File: src/source/core6809_pkg.sv
/*
 * Shared definitions for the 6809-family core
 * Widths, reset values, condition code bit positions and the enums
 * for sequencer states, ALU operations and accumulator select.
 * Every RTL file refers to these by scoped name.
 */

package core6809_pkg;

  // --------------------------------------------------
  // Bus and register widths
  // --------------------------------------------------

  // Memory address width
  parameter int addr_w = 16;
  // Data bus and 8-bit register width
  parameter int data_w = 8;

  // --------------------------------------------------
  // Reset values
  // --------------------------------------------------

  // High byte of the reset vector, low byte follows
  parameter logic [addr_w-1:0] vector_addr_dflt = 16'hfffe;
  // E, F and I set out of reset
  parameter logic [data_w-1:0] cc_reset = 8'hd0;

  // --------------------------------------------------
  // Condition code bit positions
  // --------------------------------------------------

  parameter int cc_e = 7;  // Entire state saved
  parameter int cc_f = 6;  // FIRQ mask
  parameter int cc_h = 5;  // Half carry
  parameter int cc_i = 4;  // IRQ mask
  parameter int cc_n = 3;  // Negative
  parameter int cc_z = 2;  // Zero
  parameter int cc_v = 1;  // Overflow
  parameter int cc_c = 0;  // Carry

  // --------------------------------------------------
  // Enumerations
  // --------------------------------------------------

  // Fetch FSM, one memory access per state
  typedef enum logic [1:0] {
    st_reset,
    st_vec_msb,
    st_vec_lsb,
    st_fetch
  } seq_state_t;

  // Inherent accumulator operations
  typedef enum logic [2:0] {
    op_none,
    op_clr,
    op_inc,
    op_asl,
    op_asr
  } alu_op_t;

  // Target accumulator
  typedef enum logic {
    sel_a,
    sel_b
  } acc_sel_t;

endpackage

File: src/source/core6809_seq.sv
/*
 * Fetch sequencer and opcode decode
 * Reads the big-endian reset vector, then fetches one opcode byte
 * per clock into the instruction register. The instruction register
 * is decoded into an ALU operation and a target accumulator, which
 * stay valid for the whole cycle after the opcode is captured.
 */

`timescale 1ns/1ps

module core6809_seq #(
  parameter logic [core6809_pkg::addr_w-1:0] vector_addr = core6809_pkg::vector_addr_dflt
) (
  input  logic                            clk,
  input  logic                            reset_b,
  input  logic [core6809_pkg::data_w-1:0] data_in,
  output logic [core6809_pkg::addr_w-1:0] addr,
  output core6809_pkg::alu_op_t           alu_op,
  output core6809_pkg::acc_sel_t          acc_sel
);

  // Opcode high nibbles of the inherent accumulator forms
  localparam logic [3:0] nib_acc_a = 4'h4;
  localparam logic [3:0] nib_acc_b = 4'h5;

  // Opcode low nibbles of the supported operations
  localparam logic [3:0] nib_clr = 4'hf;
  localparam logic [3:0] nib_inc = 4'hc;
  localparam logic [3:0] nib_asl = 4'h8;
  localparam logic [3:0] nib_asr = 4'h7;

  core6809_pkg::seq_state_t state;

  // Address of the next byte to fetch
  logic [core6809_pkg::addr_w-1:0] pc;
  // Opcode currently executing
  logic [core6809_pkg::data_w-1:0] ir;

  // --------------------------------------------------
  // Fetch FSM and address generation
  // --------------------------------------------------

  // addr is registered one step ahead of the byte being captured
  always_ff @(posedge clk or negedge reset_b) begin
    if (!reset_b) begin
      state <= core6809_pkg::st_reset;
      addr  <= vector_addr;
      pc    <= '0;
      ir    <= '0;
    end else begin
      case (state)
        core6809_pkg::st_reset: begin
          // Hold the vector address for one more cycle
          state <= core6809_pkg::st_vec_msb;
          addr  <= vector_addr;
        end
        core6809_pkg::st_vec_msb: begin
          // High vector byte first
          state <= core6809_pkg::st_vec_lsb;
          pc[core6809_pkg::addr_w-1:core6809_pkg::data_w] <= data_in;
          addr  <= vector_addr + 1'b1;
        end
        core6809_pkg::st_vec_lsb: begin
          // Low byte completes the start address
          state <= core6809_pkg::st_fetch;
          pc[core6809_pkg::data_w-1:0] <= data_in;
          addr  <= {pc[core6809_pkg::addr_w-1:core6809_pkg::data_w], data_in};
        end
        core6809_pkg::st_fetch: begin
          // One opcode per clock, wraps at the top of memory
          state <= core6809_pkg::st_fetch;
          ir    <= data_in;
          pc    <= pc + 1'b1;
          addr  <= pc + 1'b1;
        end
      endcase
    end
  end

  // --------------------------------------------------
  // Opcode decode
  // --------------------------------------------------

  // Only 4x and 5x inherent forms reach the ALU
  // Reset value of ir decodes to no operation
  always_comb begin
    alu_op  = core6809_pkg::op_none;
    acc_sel = core6809_pkg::sel_a;
    if (ir[7:4] == nib_acc_a || ir[7:4] == nib_acc_b) begin
      if (ir[7:4] == nib_acc_b) begin
        acc_sel = core6809_pkg::sel_b;
      end
      case (ir[3:0])
        nib_clr: alu_op = core6809_pkg::op_clr;
        nib_inc: alu_op = core6809_pkg::op_inc;
        nib_asl: alu_op = core6809_pkg::op_asl;
        nib_asr: alu_op = core6809_pkg::op_asr;
        // Anything else in the row is a no-op here
        default: alu_op = core6809_pkg::op_none;
      endcase
    end
  end

endmodule

File: src/source/core6809_acc.sv
/*
 * A and B accumulator file
 * Presents the selected accumulator to the ALU and writes the ALU
 * result back into it whenever an operation is decoded.
 */

`timescale 1ns/1ps

module core6809_acc (
  input  logic                            clk,
  input  logic                            reset_b,
  input  core6809_pkg::acc_sel_t          acc_sel,
  input  core6809_pkg::alu_op_t           alu_op,
  input  logic [core6809_pkg::data_w-1:0] result,
  output logic [core6809_pkg::data_w-1:0] operand,
  output logic [core6809_pkg::data_w-1:0] reg_a,
  output logic [core6809_pkg::data_w-1:0] reg_b
);

  logic [core6809_pkg::data_w-1:0] acc_a;
  logic [core6809_pkg::data_w-1:0] acc_b;
  logic                            write_en;

  // No-op leaves both accumulators alone
  assign write_en = (alu_op != core6809_pkg::op_none);

  // Operand select
  assign operand = (acc_sel == core6809_pkg::sel_b) ? acc_b : acc_a;

  // --------------------------------------------------
  // Writeback
  // --------------------------------------------------
  always_ff @(posedge clk or negedge reset_b) begin
    if (!reset_b) begin
      acc_a <= '0;
      acc_b <= '0;
    end else if (write_en) begin
      if (acc_sel == core6809_pkg::sel_b) begin
        acc_b <= result;
      end else begin
        acc_a <= result;
      end
    end
  end

  // Register views for the top level
  assign reg_a = acc_a;
  assign reg_b = acc_b;

endmodule

File: src/source/core6809_alu.sv
/*
 * Accumulator ALU and condition code register
 * Computes CLR, INC, ASL and ASR on the selected operand as a 9-bit
 * outcome, the top bit being the carry. CC is updated on the same
 * edge that the accumulator file writes the result back.
 */

`timescale 1ns/1ps

module core6809_alu (
  input  logic                            clk,
  input  logic                            reset_b,
  input  core6809_pkg::alu_op_t           alu_op,
  input  logic [core6809_pkg::data_w-1:0] operand,
  output logic [core6809_pkg::data_w-1:0] result,
  output logic [core6809_pkg::data_w-1:0] reg_cc
);

  // Result plus carry out
  logic [core6809_pkg::data_w:0]   outcome;
  logic                            carry;
  // Flag update enables
  logic                            flag_update;
  logic                            ov_update;
  logic [core6809_pkg::data_w-1:0] cc_next;

  // --------------------------------------------------
  // Operation
  // --------------------------------------------------

  always_comb begin
    case (alu_op)
      // Zero with carry cleared
      core6809_pkg::op_clr: outcome = '0;
      // Carry out of bit 7
      core6809_pkg::op_inc: outcome = {1'b0, operand} + 1'b1;
      // Old bit 7 lands in the carry
      core6809_pkg::op_asl: outcome = {operand, 1'b0};
      // Sign bit kept, old bit 0 into carry
      core6809_pkg::op_asr: begin
        outcome = {operand[0], operand[core6809_pkg::data_w-1],
                   operand[core6809_pkg::data_w-1:1]};
      end
      // Pass through, never written back
      default: outcome = {1'b0, operand};
    endcase
  end

  assign result = outcome[core6809_pkg::data_w-1:0];
  assign carry  = outcome[core6809_pkg::data_w];

  // --------------------------------------------------
  // Condition codes
  // --------------------------------------------------

  assign flag_update = (alu_op != core6809_pkg::op_none);
  // Shifts leave V alone
  assign ov_update   = (alu_op == core6809_pkg::op_clr) ||
                       (alu_op == core6809_pkg::op_inc);

  always_comb begin
    // Mask and mode bits never change here
    cc_next[core6809_pkg::cc_e] = reg_cc[core6809_pkg::cc_e];
    cc_next[core6809_pkg::cc_f] = reg_cc[core6809_pkg::cc_f];
    cc_next[core6809_pkg::cc_h] = reg_cc[core6809_pkg::cc_h];
    cc_next[core6809_pkg::cc_i] = reg_cc[core6809_pkg::cc_i];
    // Result flags
    cc_next[core6809_pkg::cc_n] = flag_update ? result[core6809_pkg::data_w-1]
                                              : reg_cc[core6809_pkg::cc_n];
    // Z looks at the 8-bit result only
    cc_next[core6809_pkg::cc_z] = flag_update ? (result == '0)
                                              : reg_cc[core6809_pkg::cc_z];
    cc_next[core6809_pkg::cc_c] = flag_update ? carry
                                              : reg_cc[core6809_pkg::cc_c];
    // Overflow when carry and sign disagree
    cc_next[core6809_pkg::cc_v] = ov_update ? (carry ^ result[core6809_pkg::data_w-1])
                                            : reg_cc[core6809_pkg::cc_v];
  end

  always_ff @(posedge clk or negedge reset_b) begin
    if (!reset_b) begin
      reg_cc <= core6809_pkg::cc_reset;
    end else begin
      reg_cc <= cc_next;
    end
  end

endmodule

File: src/source/core6809_top.sv
/*
 * Top level of the 6809-family core
 * Connects the fetch sequencer, the accumulator file and the ALU.
 * Memory is read asynchronously through addr and data_in.
 * A, B and CC are brought out as read-only register views.
 */

`timescale 1ns/1ps

module core6809_top #(
  parameter logic [core6809_pkg::addr_w-1:0] vector_addr = core6809_pkg::vector_addr_dflt
) (
  input  logic                            clk,
  input  logic                            reset_b,
  output logic [core6809_pkg::addr_w-1:0] addr,
  input  logic [core6809_pkg::data_w-1:0] data_in,
  output logic [core6809_pkg::data_w-1:0] reg_a,
  output logic [core6809_pkg::data_w-1:0] reg_b,
  output logic [core6809_pkg::data_w-1:0] reg_cc
);

  // Decoded control from the sequencer
  core6809_pkg::alu_op_t  alu_op;
  core6809_pkg::acc_sel_t acc_sel;

  // Datapath between accumulators and ALU
  logic [core6809_pkg::data_w-1:0] operand;
  logic [core6809_pkg::data_w-1:0] result;

  // --------------------------------------------------
  // Fetch and decode
  // --------------------------------------------------
  core6809_seq #(
    .vector_addr (vector_addr)
  ) core6809_seq_i (
    .clk     (clk),
    .reset_b (reset_b),
    .data_in (data_in),
    .addr    (addr),
    .alu_op  (alu_op),
    .acc_sel (acc_sel)
  );

  // --------------------------------------------------
  // Execute
  // --------------------------------------------------
  core6809_acc core6809_acc_i (
    .clk     (clk),
    .reset_b (reset_b),
    .acc_sel (acc_sel),
    .alu_op  (alu_op),
    .result  (result),
    .operand (operand),
    .reg_a   (reg_a),
    .reg_b   (reg_b)
  );

  core6809_alu core6809_alu_i (
    .clk     (clk),
    .reset_b (reset_b),
    .alu_op  (alu_op),
    .operand (operand),
    .result  (result),
    .reg_cc  (reg_cc)
  );

endmodule

File: config.mk
export PLATFORM = sky130hd
export DESIGN_NAME = core6809_top
export DESIGN_NICKNAME = d
export VERILOG_FILES = /design/src/source/core6809_pkg.sv /design/src/source/core6809_seq.sv /design/src/source/core6809_acc.sv /design/src/source/core6809_alu.sv /design/src/source/core6809_top.sv
export SDC_FILE = /design/constraint.sdc
export NUM_CORES = 1
export LEC_CHECK = 0
export BUFFER_PORTS_ARGS = -buffer_cell sky130_fd_sc_hd__buf_2
export CORE_MARGIN = 4
export CORE_UTILIZATION = 57
export CTS_CLUSTER_SIZE = 8
export DETAILED_ROUTE_END_ITERATION = 10
export PLACE_DENSITY = 0.79
export SYNTH_ARGS = -nofsm -noshare
export SYNTH_HDL_FRONTEND = slang
export SYNTH_SLANG_ARGS = --single-unit
File: constraint.sdc
create_clock -name clk -period 3 [get_ports clk]
set_input_delay 0.3 -clock clk [delete_from_list [all_inputs] [get_ports clk]]
set_output_delay 0.3 -clock clk [all_outputs]
set_load 0.03 [all_outputs]
* Word level (Yosys, flattened, before mapping)
Index checks and enable logic that the tools add are counted.
** Cells by class
- Reductions and logical operators :: 10
- Equality and inequality tests :: 13
- Add/sub/neg operators :: 2
- Muxes and demuxes :: 10
- Bitwise gates (word level) :: 2
** Operator list (number)
- 16-bit case mux with 4 select lines :: 1
- 9-bit case mux with 4 select lines :: 1
- 8-bit case mux with 2 select lines :: 2
- 16-bit by 1-bit adder with 16-bit output (second input constant) :: 1
- 4-bit by 3-bit equality test with 1-bit output (second input constant) :: 3
- 4-bit equality test (second input constant) :: 3
- 3-bit case mux with 4 select lines :: 1
- 8-bit by 1-bit adder with 9-bit output (second input constant) :: 1
- 8-bit zero test :: 1
- 8-bit two-way mux :: 1
- 3-bit by 2-bit equality test with 1-bit output (second input constant) :: 2
- 2-bit case mux with 3 select lines :: 1
- 2-bit equality test (second input constant) :: 2
- 2-bit AND reduction :: 2
- 2-bit nonzero test :: 2
- 3-bit by 1-bit equality test with 1-bit output (second input constant) :: 1
- 3-bit equality test (second input constant) :: 1
- 3-bit two-way mux :: 1
- 3-bit nonzero test :: 1
- 2-bit by 1-bit equality test with 1-bit output (second input constant) :: 1
- 2-bit zero test :: 1
- 1-bit logical OR :: 2
- 1-bit two-way mux :: 2
- 2-bit OR reduction :: 1
- 2 further kinds :: 2
** Word-level totals
- Output and inout bits :: 40
- Flip-flop bits (word level) :: 62
- Logic and storage cells :: 46
- Input bits :: 10

* Depth between registers and ports, before layout
- Depth in word-level cells :: 7
- Gate-level depth with buffers :: 11
- Mapped depth without buffers :: 10

* Hierarchy
From an unflattened synthesis, not the netlist that was laid out.
** Second synthesis, totals
- Cell total of the unflattened synthesis :: 404
- Area total of the unflattened synthesis :: 3853.7 µm²
** Modules (own cells, without submodules)
- core6809_seq :: cells each 218, seq. area each 1069.8 µm², area an instance 2143.3 µm², times used 1
- core6809_acc :: cells each 72, seq. area each 400.4 µm², area an instance 862.1 µm², times used 1
- core6809_alu :: cells each 114, seq. area each 100.1 µm², area an instance 848.3 µm², times used 1

* Worst setup path after synthesis
OpenSTA, ideal clock, no wires.
- Kind :: register -> register
- From :: register core6809_seq_i.ir[5] in the netlist's numbering
- To :: register core6809_alu_i.reg_cc[2] in the netlist's numbering
- Setup time :: 92 ps
- Required time :: 2908 ps
- Period minus slack after synthesis :: 2241 ps
- Buffers on the path :: 1
- Stages on the path, launching flop included :: 12
- Setup slack :: 759 ps
- Arrival :: 2149 ps
- Cells stage by stage :: dfrtp_1 -> and4bb_2 -> buf_4 -> mux2i_1 -> inv_1 -> ha_1 -> nand3_1 -> mux2i_1 -> o21ai_1 -> xnor2_1 -> o21ai_0 -> o31ai_2
** Between the ends
- Longest elaborated chain between the ends :: 7
- Elaborated cells on any way between the ends :: 15
- Those cells by class :: 1 x add/sub; 6 x eq/ne; 5 x mux; 3 x reduce/logical
** RTL lines
- start: declaration :: line core6809_seq.sv:37 : logic [core6809_pkg::data_w-1:0] ir;
- start signal: assignment :: line core6809_seq.sv:72 : ir <= data_in;
- 4-bit by 3-bit equality test with 1-bit output, on equally long branches :: line core6809_seq.sv:89, core6809_seq.sv:90
- 1-bit two-way mux or 1-bit logical OR (tied branches) :: line core6809_seq.sv:90, core6809_seq.sv:89
- 1-bit two-way mux :: line core6809_seq.sv:89 : if (ir[7:4] == nib_acc_a || ir[7:4] == nib_acc_b) begin
- 8-bit two-way mux :: line core6809_acc.sv:28 : assign operand = (acc_sel == core6809_pkg::sel_b) ? acc_b : acc_a;
- 8-bit by 1-bit adder with 9-bit output :: line core6809_alu.sv:36 : core6809_pkg::op_inc: outcome = {1'b0, operand} + 1'b1;
- 9-bit case mux with 4 select lines :: line core6809_alu.sv:32 : case (alu_op)
- 8-bit zero test :: line core6809_alu.sv:71 : cc_next[core6809_pkg::cc_z] = flag_update ? (result == '0)
- end signal: assignment :: line core6809_alu.sv:82 : reg_cc <= core6809_pkg::cc_reset;
- end signal: assignment :: line core6809_alu.sv:84 : reg_cc <= cc_next;
- end: declaration :: line core6809_alu.sv:16 : output logic [core6809_pkg::data_w-1:0] reg_cc
Several ways; a longest one is shown, not always the timed one.
A chain may end at the register's enable or synchronous reset.

* Final worst setup path
Same ends and word-level chain as after synthesis.

==> impl_results.md <==
* First-pass GRT wire length at 13500 microns
* Max FO, Critical Path at 17
* Largest net degree at the start of global routing at 32
* Number of flops mapped to enable cells by yosys at 0
* Largest family of logic cells by synthesized area: simple AND/OR/NAND/NOR gates
* Fin nets at between 400 and 500
* TritonCTS Buffers at 9
* Hold Path Class: in2reg
* Final Critical Period at approximately 2.7 ns
* Total Power at ~2.8 mW
* Met1 Resource Use GR at between 30 and 40%
* Dpl hpwl at 5820 microns
* Synthesized cell area at roughly 3500 sq um
* H-Tree Depth at 3
* Longest Clk Path Bufs at 2
* I/O Buffers at 45
* Clk_skew at ~0.0075 ns
* Register area share after synthesis at 45.1%
* Met3 usage at around 5.3%
* Final slew viol count at 0
* Number of antenna violations at the first check in global routing at 0
* Crit path kind: reg2reg
* Gr busiest metal: met1
* Arr. time, crit path at about 2.9 ns
* Diodes inserted at 0
* Slowest cell on the critical path: and4bb_2
* Post-synthesis cell type count at 56
* Outcome: complete, no violations
* Avg WL per Cell at around 17 microns
* Flops & latches, synth at 62
* Final setup fails at 0
* Final period utilization at roughly nine tenths
* Dpl cells at approximately 480
* Critical-path cell list: and4bb_2 > mux2i_1 > inv_1 > ha_1 > nand3_1 > mux2i_1 > o21ai_1 > xnor2_1 > o21ai_0 > o31ai_2
* Gp weighted congestion at 0.876
* Drt pass-1 iters at 5
* Synth Instances at 374
* Synth Flop Type: dfrtp_1
* Area contributors post-synth: dfrtp_1, dfstp_2, nand2_1
* Slew HR at between 40% and 50%
* Crit path largest cell delay at about 0.58 ns
* Worst skew pair latency at 0.35 ns
* I/O Pins at 50
* Antenna-violating nets left at 0
* Synth Area in Adders at less than 1%
* Fin area at around 4000 sq um
* Synth Area in Compound Gates at a little under a fifth
* PwrDens at around 700 nW/um^2
* CORE AREA at roughly 6000 sq um
* CP top delay family: simple AND/OR/NAND/NOR gates
* Gr ovfl total at 0
* Leakage at roughly 1.8 nW
* Setup TNS at 0 ns
* Crit path launch type: register
* Vias in the first global route at between 2000 and 3000
* Final Hold Fails at 0
* DR DRC count at 0
* TritonCTS clock tree: built
* CP Capture Type: register
* Commonest cells post-synth: dfrtp_1, nand2_1, a21oi_1
* Post-synthesis mux area share at between 7 and 8%
* Detailed Route Iter0 Violations at approximately 270
* Final setup margin at 0.345 ns
* Peak VDD IR at 0.460 mV
* Via/cell ratio at approximately 6.1
* Die width at ~86 microns
* Die height at roughly 86 microns
* Area grow syn2layout at 12.5%
* Post-synthesis simple-gate area fraction at between 15 and 20%
* Root Buffer: clkbuf_8
* Xor and xnor area share after synthesis at under 10%
* Syn Area/Cell at between 9 and 10 sq um
* CP bufs+invs at 1
* Vias at roughly 3000
* Setup WS pre-CTS at 0.395 ns
* Synth area leader: dfrtp_1
* CTS clk-pin slew, worst paths at 0.07 ns
* Max cap viols at 0
* Synth async-reset ratio at 100%
* Yosys top cell area share at 33.8%
* Final Non-Filler Cells at just under 500
* Share of cells above drive strength 1 at between 20 and 30%
* Unrepaired setup endpoints after global routing: false
* Die footprint at between 7000 and 8000 sq um
* Routed wire length at approximately 8300 microns
* Worst-Margin Slew at around 0.89 ns
* Crit path required time at about 3.3 ns
* CTS sink count at a little over 60
* Peak Freq at approximately 380 MHz
* Initial core utilization at between 50% and 60%
* GRT Overall Usage at a little under a quarter
* DP Area at between 3000 and 4000 sq um
* CP dominant cell by count: mux2i_1
* GRT met2 Usage at approximately a third
* Yosys warning total at 0
* Std-Cell Rows at 28
* Post-CTS Resized at 0
worst reg2reg max path, cell delays in order (launching register included):
cell      delay, ns
dfrtp_1        0.41
and4bb_2       0.58
mux2i_1        0.33
inv_1          0.10
ha_1           0.22
nand3_1        0.09
mux2i_1        0.11
o21ai_1        0.18
xnor2_1        0.18
o21ai_0        0.13
o31ai_2        0.23
where the power goes:
part	leakage, nW	internal, mW	switching, mW
combinational	0.992	0.305	0.550
clock	0.0848	0.346	0.338
sequential	0.733	1.06	0.175
final cells by class:
cell class	instances	area [sq um]
Clock buffer	12	155
Clock inverter	4	31.3
Fill cell	498	2000
Inverter	6	22.5
Multi-Input combinational cell	282	1760
Sequential cell	62	1570
Tap cell	75	93.8
Timing Repair Buffer	53	288
logic make-up after synthesis:
kind of cell    count (synthesis)
simple gates                  133
compound gates                103
flops                          62
buf+inv                        32
mux                            24
xor+xnor                       16
fa+ha+maj                       2
other cells                     2
repair_timing:
item / CTS / global route
endpoints found under the setup margin: 0 / 0
buffers inserted: 0 / 0
hold endpoints to repair: 5 / 0
hold buffers: 1 / 0
layout by cell type, fill, tap and decap left out, types with 6 or more instances in the layout:
cell type / count
a21o_1: 6
a21oi_1: 35
and3_1: 11
buf_2: 45
buf_4: 7
clkbuf_8: 11
dfrtp_1: 47
dfstp_2: 15
inv_1: 6
mux2_2: 12
mux2i_1: 11
nand2_1: 47
nand3_1: 25
nor2_1: 17
o21ai_0: 27
o22ai_1: 13
xnor2_1: 9
xor2_1: 7
state kept, by name, indices dropped and copies added (netlist names):
name and flops:
core6809_seq_i.addr 16, core6809_seq_i.state 2, core6809_seq_i.ir 8, core6809_alu_i.reg_cc 4
core6809_acc_i.reg_b 8, core6809_seq_i.pc 16, core6809_acc_i.reg_a 8
worst paths after layout:
kind / from / slack (ns) / depth (start not counted) / end
max in group asynchronous: reset_b / 2.01 / 3 / core6809_seq_i.addr[4]$_DFF_PN1_
worst min register to register: core6809_alu_i.reg_cc[0]$_DFFE_PN0N_ / 0.47 / 1 / core6809_alu_i.reg_cc[0]$_DFFE_PN0N_
min in group asynchronous: reset_b / 0.32 / 2 / core6809_acc_i.reg_b[6]$_DFFE_PN0P_
worst min-delay path: data_in[1] / 0.26 / 2 / core6809_seq_i.ir[1]$_DFFE_PN0P_
worst max-delay path: core6809_seq_i.ir[5]$_DFFE_PN0P_ / 0.35 / 10 / core6809_alu_i.reg_cc[2]$_DFFE_PN0N_
worst max register to register: core6809_seq_i.ir[5]$_DFFE_PN0P_ / 0.35 / 10 / core6809_alu_i.reg_cc[2]$_DFFE_PN0N_
per-layer routing:
metal / wire length, microns / vias up
li1: - / 1418
met5: 0 / -
met4: 154 / 0
met2: 3690 / 109
met3: 598 / 18
met1: 3870 / 1444
through the flow:
step,util (%),hold slack [ns]
2_1_floorplan,-,0.00441
3_3_place_gp,62.9,0.148
3_5_place_dp,62.9,0.152
4_1_cts,66.2,0.251
5_1_grt,66.2,0.253
6_report,66.2,0.261
(Power assumes the default switching activity.)
